File: src/source/flstory_comm_pkg.sv
// shared widths and defaults for the main CPU / MCU communication core
// arbiter state encoding

`default_nettype none

package flstory_comm_pkg;

    // shared memory bus
    localparam int ADDR_W = 16;
    localparam int DATA_W = 8;

    // main reset outlasts board reset by this many hblank starts
    localparam int RST_LINES_DEF = 16;

    // bus ownership
    typedef enum logic [1:0] {
        // main CPU drives the bus
        arb_main  = 2'd0,
        // request pending, main access still running
        arb_drain = 2'd1,
        // MCU is bus master
        arb_mcu   = 2'd2
    } arb_state_t;

endpackage

`default_nettype wire
File: src/source/flstory_comm.sv
// main CPU / MCU communication core
// reset stretcher, shared bus arbiter and the two command mailboxes

`timescale 1ns/1ps
`default_nettype none

module flstory_comm
    import flstory_comm_pkg::*;
#(
    parameter int ADDR_W    = flstory_comm_pkg::ADDR_W,
    parameter int RST_LINES = RST_LINES_DEF
) (
    input  wire logic              clk,
    input  wire logic              rst,
    input  wire logic              lhbl,
    output logic                   rst_main,
    // main CPU
    input  wire logic [ADDR_W-1:0] main_addr,
    input  wire logic [DATA_W-1:0] main_dout,
    input  wire logic              main_we,
    input  wire logic              main_rd,
    input  wire logic              main_mb_wr,
    input  wire logic              main_mb_rd,
    output logic      [DATA_W-1:0] main_din,
    output logic                   main_wait,
    output logic      [DATA_W-1:0] main_mb_din,
    // MCU
    input  wire logic              mcu_busrq,
    input  wire logic [ADDR_W-1:0] mcu_addr,
    input  wire logic [DATA_W-1:0] mcu_dout,
    input  wire logic              mcu_we,
    input  wire logic              mcu_rd,
    input  wire logic              mcu_mb_wr,
    input  wire logic              mcu_mb_rd,
    output logic                   mcu_busak,
    output logic      [DATA_W-1:0] mcu_din,
    output logic      [DATA_W-1:0] mcu_mb_din,
    // mailbox flags
    output logic                   mcu_ibf,
    output logic                   mcu_obf,
    // shared bus
    output logic      [ADDR_W-1:0] bus_addr,
    output logic      [DATA_W-1:0] bus_dout,
    output logic                   bus_we,
    output logic                   bus_rd,
    input  wire logic [DATA_W-1:0] bus_din
);

    // read data goes back to whichever side is master
    assign main_din = bus_din;
    assign mcu_din  = bus_din;

    // MCU gets the ports before the main CPU starts
    flstory_rst_stretch #(
        .RST_LINES (RST_LINES)
    ) u_rst (
        .clk      (clk),
        .rst      (rst),
        .lhbl     (lhbl),
        .rst_main (rst_main)
    );

    flstory_bus_arb #(
        .ADDR_W (ADDR_W)
    ) u_arb (
        .clk       (clk),
        .rst       (rst),
        .rst_main  (rst_main),
        .main_addr (main_addr),
        .main_dout (main_dout),
        .main_we   (main_we),
        .main_rd   (main_rd),
        .main_wait (main_wait),
        .mcu_busrq (mcu_busrq),
        .mcu_addr  (mcu_addr),
        .mcu_dout  (mcu_dout),
        .mcu_we    (mcu_we),
        .mcu_rd    (mcu_rd),
        .mcu_busak (mcu_busak),
        .bus_addr  (bus_addr),
        .bus_dout  (bus_dout),
        .bus_we    (bus_we),
        .bus_rd    (bus_rd)
    );

    // commands from the main CPU
    flstory_mailbox u_to_mcu (
        .clk  (clk),
        .rst  (rst),
        .wr   (main_mb_wr),
        .din  (main_dout),
        .rd   (mcu_mb_rd),
        .dout (mcu_mb_din),
        .full (mcu_ibf)
    );

    // replies from the MCU
    flstory_mailbox u_to_main (
        .clk  (clk),
        .rst  (rst),
        .wr   (mcu_mb_wr),
        .din  (mcu_dout),
        .rd   (main_mb_rd),
        .dout (main_mb_din),
        .full (mcu_obf)
    );

endmodule

`default_nettype wire

File: src/source/flstory_mailbox.sv
// one byte mailbox with full flag
// written by one processor, read by the other

`timescale 1ns/1ps
`default_nettype none

module flstory_mailbox
    import flstory_comm_pkg::*;
(
    input  wire logic              clk,
    input  wire logic              rst,
    input  wire logic              wr,
    input  wire logic [DATA_W-1:0] din,
    input  wire logic              rd,
    output logic      [DATA_W-1:0] dout,
    output logic                   full
);

    logic [DATA_W-1:0] data;

    // latest byte wins, kept after the read
    always_ff @(posedge clk) begin
        if (wr) begin
            data <= din;
        end
    end

    // write beats a read in the same cycle
    always_ff @(posedge clk) begin
        if (rst) begin
            full <= 1'b0;
        end else if (wr) begin
            full <= 1'b1;
        end else if (rd) begin
            full <= 1'b0;
        end
    end

    assign dout = data;

endmodule

`default_nettype wire

File: src/source/flstory_bus_arb.sv
// shared bus arbiter between main CPU and MCU
// grants the bus to the MCU between main accesses and stalls the main CPU

`timescale 1ns/1ps
`default_nettype none

module flstory_bus_arb
    import flstory_comm_pkg::*;
#(
    parameter int ADDR_W = flstory_comm_pkg::ADDR_W
) (
    input  wire logic              clk,
    input  wire logic              rst,
    input  wire logic              rst_main,
    // main CPU side
    input  wire logic [ADDR_W-1:0] main_addr,
    input  wire logic [DATA_W-1:0] main_dout,
    input  wire logic              main_we,
    input  wire logic              main_rd,
    output logic                   main_wait,
    // MCU side, bus master when granted
    input  wire logic              mcu_busrq,
    input  wire logic [ADDR_W-1:0] mcu_addr,
    input  wire logic [DATA_W-1:0] mcu_dout,
    input  wire logic              mcu_we,
    input  wire logic              mcu_rd,
    output logic                   mcu_busak,
    // shared bus
    output logic      [ADDR_W-1:0] bus_addr,
    output logic      [DATA_W-1:0] bus_dout,
    output logic                   bus_we,
    output logic                   bus_rd
);

    arb_state_t state;
    arb_state_t state_nx;
    logic       main_acc;
    logic       bus_free;

    assign main_acc = main_we | main_rd;
    // main CPU held in reset cannot be mid-access
    assign bus_free = rst_main | ~main_acc;

    always_comb begin
        state_nx = state;
        case (state)
            arb_main: begin
                if (mcu_busrq) begin
                    state_nx = bus_free ? arb_mcu : arb_drain;
                end
            end
            arb_drain: begin
                if (!mcu_busrq) begin
                    state_nx = arb_main;
                end else if (bus_free) begin
                    state_nx = arb_mcu;
                end
            end
            arb_mcu: begin
                // MCU done with the bus
                if (!mcu_busrq) begin
                    state_nx = arb_main;
                end
            end
            default: state_nx = arb_main;
        endcase
    end

    always_ff @(posedge clk) begin
        if (rst) begin
            state <= arb_main;
        end else begin
            state <= state_nx;
        end
    end

    assign mcu_busak = (state == arb_mcu);

    // stall any main access while the MCU owns the bus
    assign main_wait = mcu_busak & main_acc;

    always_comb begin
        if (mcu_busak) begin
            bus_addr = mcu_addr;
            bus_dout = mcu_dout;
            bus_we   = mcu_we;
            bus_rd   = mcu_rd;
        end else begin
            bus_addr = main_addr;
            bus_dout = main_dout;
            // main strobes blocked while the main CPU is in reset
            bus_we   = main_we & ~rst_main;
            bus_rd   = main_rd & ~rst_main;
        end
    end

endmodule

`default_nettype wire

File: src/source/flstory_rst_stretch.sv
// main CPU reset stretcher
// counts hblank starts after board reset so the MCU comes up first

`timescale 1ns/1ps
`default_nettype none

module flstory_rst_stretch
    import flstory_comm_pkg::*;
#(
    parameter int RST_LINES = RST_LINES_DEF
) (
    input  wire logic clk,
    input  wire logic rst,
    input  wire logic lhbl,
    output logic      rst_main
);

    localparam int CNT_W = (RST_LINES > 0) ? $clog2(RST_LINES + 1) : 1;
    localparam logic [CNT_W-1:0] CNT_END = CNT_W'(RST_LINES);

    logic             lhbl_l;
    logic             hb_rise;
    logic [CNT_W-1:0] cnt;
    logic             cnt_done;

    // lhbl delayed by one clock, free running
    always_ff @(posedge clk) begin
        lhbl_l <= lhbl;
    end

    assign hb_rise  = lhbl & ~lhbl_l;
    assign cnt_done = (cnt == CNT_END);

    // one count per hblank start, stops at the end value
    always_ff @(posedge clk) begin
        if (rst) begin
            cnt <= '0;
        end else if (hb_rise && !cnt_done) begin
            cnt <= cnt + 1'b1;
        end
    end

    // release one clock after the count is reached
    always_ff @(posedge clk) begin
        if (rst) begin
            rst_main <= 1'b1;
        end else begin
            rst_main <= !cnt_done;
        end
    end

endmodule

`default_nettype wire

File: config.mk
export PLATFORM = sky130hd
export DESIGN_NAME = flstory_comm
export DESIGN_NICKNAME = d
export VERILOG_FILES = /design/src/source/flstory_comm_pkg.sv /design/src/source/flstory_comm.sv /design/src/source/flstory_mailbox.sv /design/src/source/flstory_bus_arb.sv /design/src/source/flstory_rst_stretch.sv
export SDC_FILE = /design/constraint.sdc
export NUM_CORES = 1
export LEC_CHECK = 0
export BUFFER_PORTS_ARGS = -buffer_cell sky130_fd_sc_hd__buf_2
export CAP_MARGIN = 10
export CORE_ASPECT_RATIO = 0.6
export CORE_MARGIN = 5
export CORE_UTILIZATION = 37
export CTS_CLUSTER_DIAMETER = 80
export DETAILED_ROUTE_END_ITERATION = 10
export GPL_ROUTABILITY_DRIVEN = 0
export PLACE_DENSITY = 0.88
export SLEW_MARGIN = 5
export SYNTH_ARGS = -nofsm -noshare
export SYNTH_HDL_FRONTEND = slang
export SYNTH_HIERARCHICAL = 1
export SYNTH_SLANG_ARGS = --single-unit
File: constraint.sdc
create_clock -name clk -period 1.42 [get_ports clk]
set_input_delay 0 -clock clk [delete_from_list [all_inputs] [get_ports clk]]
set_output_delay 0 -clock clk [all_outputs]
set_load 0.01 [all_outputs]
==> reports/metrics.csv <==
stage;metric;value;unit
worst_setup_path;CP Class;reg -> out;
sta;setup TNS;-0.847;ns
layout;layout overhead on the synthesized area;54.5;%
route;Residual DRC;0;
power;clock power share;0.237;
die;die height;60.1;um
sta;Fin Clk Skew;0.000817;ns
layout;commonest non-fill, non-tap cell in the layout;buf_2;
outcome;outcome;finished with violations;
global_routing;initial antenna violation count;0;
sta;post-layout worst setup margin;-0.0545;ns
worst_setup_path;Required @ worst endpoint;1.42;ns
clock_network;root buffer cell;clkbuf_8;
worst_setup_path;largest fanout on the critical path;8;
layout;design area;0.00239;sq mm
worst_hold_path;HP Class;in -> out;
global_routing;Remaining Overflow, GRT;0;
route;post-route antenna net violation count;0;
synth;Post-Syn Area;0.00155;sq mm
sta;Final Max Tran Viols;0;
sta;RSZ-0062 raised after global routing;yes;
die;Die Width;93.6;um
power;Peak VDD IR;0.450;mV
power;total chip power;1.87;mW
clock_network;clock-pin slew on the worst setup and hold paths;0.09;ns
global_routing;largest net degree at the start of global routing;17;
placement;placed cell areas;0.00200;sq mm
route;1st-pass router iterations;4;
synth;Mean Syn Cell Area;13.5;sq um
power;sequential share of power;0.481;
synth;yosys warns;6;
worst_setup_path;R2R depth;5;
worst_setup_path;worst r2r src;u_rst/cnt[0];
flow_run;max-cap violations;0;
sta;worst-margin pin slew;0.256;ns
synth;syn nets;185;
synth;Mapped Cells;115;
sta;Peak Freq;0.678;GHz
global_routing;global-route wire length before repair;6.75;mm
power;Sw Share;0.256;
worst_setup_path;Setup crit end kind;output port;
clock_network;Max H-tree Level;1;
layout;share of post-route cells with drive strength above 1;0.664;
global_routing;vias in the first global route;1332;
sta;Final period util;1.04;
power;leakage;1.14;nW
route;1st-iter DRT viols;42;
worst_setup_path;CP startpoint;u_arb/state[1];
placement;Port Buffer Count;106;
route;Routed wire per std cell;17.2;um
layout;nets;300;
route;DR vias;1312;
clock_network;CTS tree;built;
worst_setup_path;Crit Reg-Reg Endpoint;u_rst/cnt[0];
layout;commonest non-fill, non-tap cells in the layout;buf_2, mux2_4, dlygate4sd3_1;
placement;Post-Place Worst Slack;0.0718;ns
clock_network;Clock Latency Late Sink;0.27;ns
clock_network;Sink Count;27;
global_routing;global-route usage over all layers;0.158;
power;NetSw;0.478;mW
worst_setup_path;Critical Path Source Type;flip-flop;
worst_hold_path;Hold Path End;mcu_din[5];
placement;DP Wirelength;3.29;mm
power;internal power;1.39;mW
outcome;failing checks;setup timing;
worst_setup_path;Worst Path Arrival;1.47;ns
sta;max-slew headroom at the worst pin;0.829;
die;die area;0.00563;sq mm
power;PwrDens;779;mW/mm^2
sta;Min Hold Slack;0.00000588;ns
synth;Yosys cell types;27;
route;via/cell ratio;4.52;
worst_setup_path;FF-to-FF setup slack;0.03;ns
power;Comb power frac;0.282;
synth;FF+latch count, synth;27;
clock_network;clock buffer count from CTS;3;
worst_hold_path;hold_sp;bus_din[5];
sta;crit path time final;1.47;ns
die;Core ar.;0.00408;sq mm
sta;Final Setup Violations;26;
sta;final hold vios;0;
worst_hold_path;WHS Path Cells;0;
die;initial core utilization;0.380;
die;Cell Rows;18;
die;num ports;131;
synth;sequential share of the synthesized area;0.452;
route;Post-Route WL;4.99;mm
clock_network;CTS Buffer Depth;2;
==> worst max-delay path by stage <==
| stage | endpoint | slack, ns | depth (start not counted) |
|---|---|---|---|
| final | bus_dout[1] | -0.05 | 4 |
| after global routing | bus_dout[0] | -0.1 | 4 |
| after CTS | bus_dout[0] | -0.03 | 4 |
| after detailed placement | u_rst/cnt[0] | 0.07 | 5 |
| after global placement | u_rst/cnt[0] | 0.12 | 5 |
| after floorplan | u_rst/cnt[0] | 0.14 | 5 |
==> per-stage QoR <==
| step | cells | util |
|---|---|---|
| 2_1_floorplan | 115 | - |
| 4_1_cts | 288 | 0.578 |
| 3_3_place_gp | 264 | 0.490 |
| 3_5_place_dp | 264 | 0.490 |
| 5_1_grt | 289 | 0.587 |
| 6_report | 290 | 0.587 |
==> area by class of cell <==
| class | count | area [sq um] |
|---|---|---|
| Antenna cell | 1 | 2.50 |
| Sequential cell | 27 | 703 |
| Timing Repair Buffer | 130 | 877 |
| Clock inverter | 1 | 7.51 |
| Fill cell | 287 | 1680 |
| Multi-Input combinational cell | 63 | 669 |
| Tap cell | 60 | 75.1 |
| Clock buffer | 3 | 41.3 |
| Inverter | 5 | 18.8 |
==> what timing repair did <==
item                       in CTS  in global routing
cloned                          0                  0
pin swaps                       0                  0
setup buffers                   1                  1
hold endpoints to repair       19                  0
gates resized for setup        21                  7
setup endpoints to repair      26                 27
hold buffers                   19                  0
==> registers in the layout (all words and copies together) (netlist names) <==
register,count
u_arb/state,2
u_rst/cnt,5
u_rst/lhbl_l,1
u_rst/rst_main,1
u_to_main/dout,8
u_to_main/full,1
u_to_mcu/dout,8
u_to_mcu/full,1
==> cells in the mapped netlist <==
library cell / instances / share of area
a21oi_1: 2 / 0.0065
a21oi_2: 2 / 0.011
a221oi_1: 1 / 0.0057
and2_1: 1 / 0.0040
and3b_1: 2 / 0.011
buf_12: 2 / 0.026
buf_4: 16 / 0.077
buf_8: 1 / 0.0097
clkbuf_1: 1 / 0.0024
dfxtp_1: 11 / 0.14
edfxtp_1: 16 / 0.31
ha_1: 2 / 0.016
inv_1: 5 / 0.012
mux2_2: 9 / 0.065
mux2_4: 19 / 0.18
mux2i_1: 1 / 0.0065
nand2b_1: 7 / 0.028
nand3_1: 2 / 0.0065
nand3b_1: 1 / 0.0048
nand3b_4: 1 / 0.013
nor2_1: 4 / 0.0097
nor2b_1: 3 / 0.012
nor2b_4: 1 / 0.0089
o211a_4: 1 / 0.011
o21ai_0: 1 / 0.0032
or2_2: 1 / 0.0040
or3_1: 2 / 0.0081
==> metal layers <==
metal / vias to the layer above / global-route usage / routed length, um
li1: 615 / - / -
met1: 629 / 0.174 / 1890
met2: 56 / 0.287 / 2560
met3: 12 / 0.0553 / 476
met4: 0 / 0.0556 / 74
met5: - / 0 / 0
==> cell families after synthesis <==
| family | Yosys count | synth area share |
|---|---|---|
| adder cells (fa/ha/maj) | 2 | 0.0161 |
| flip-flops | 27 | 0.452 |
| AO/OA/AOI/OAI | 7 | 0.0379 |
| multiplexers | 29 | 0.256 |
| AND/OR/NAND/NOR | 25 | 0.111 |
| buffers and inverters | 25 | 0.128 |
==> power by group through the flow <==
stage	combinational (mW)	clock, mW	sequential [mW]
2_1_floorplan	0.238	0	0.936
3_3_place_gp	0.401	0	0.911
3_5_place_dp	0.412	0	0.913
4_1_cts	0.501	0.449	0.894
5_1_grt	0.558	0.466	0.902
6_report	0.526	0.442	0.897
==> critical path, cell delays in order (launching register included) <==
cell     delay [ns]
dfxtp_2        0.34
nor2b_4        0.21
buf_6          0.18
mux2_2         0.35
buf_6          0.12
(Power assumes the default switching activity.)
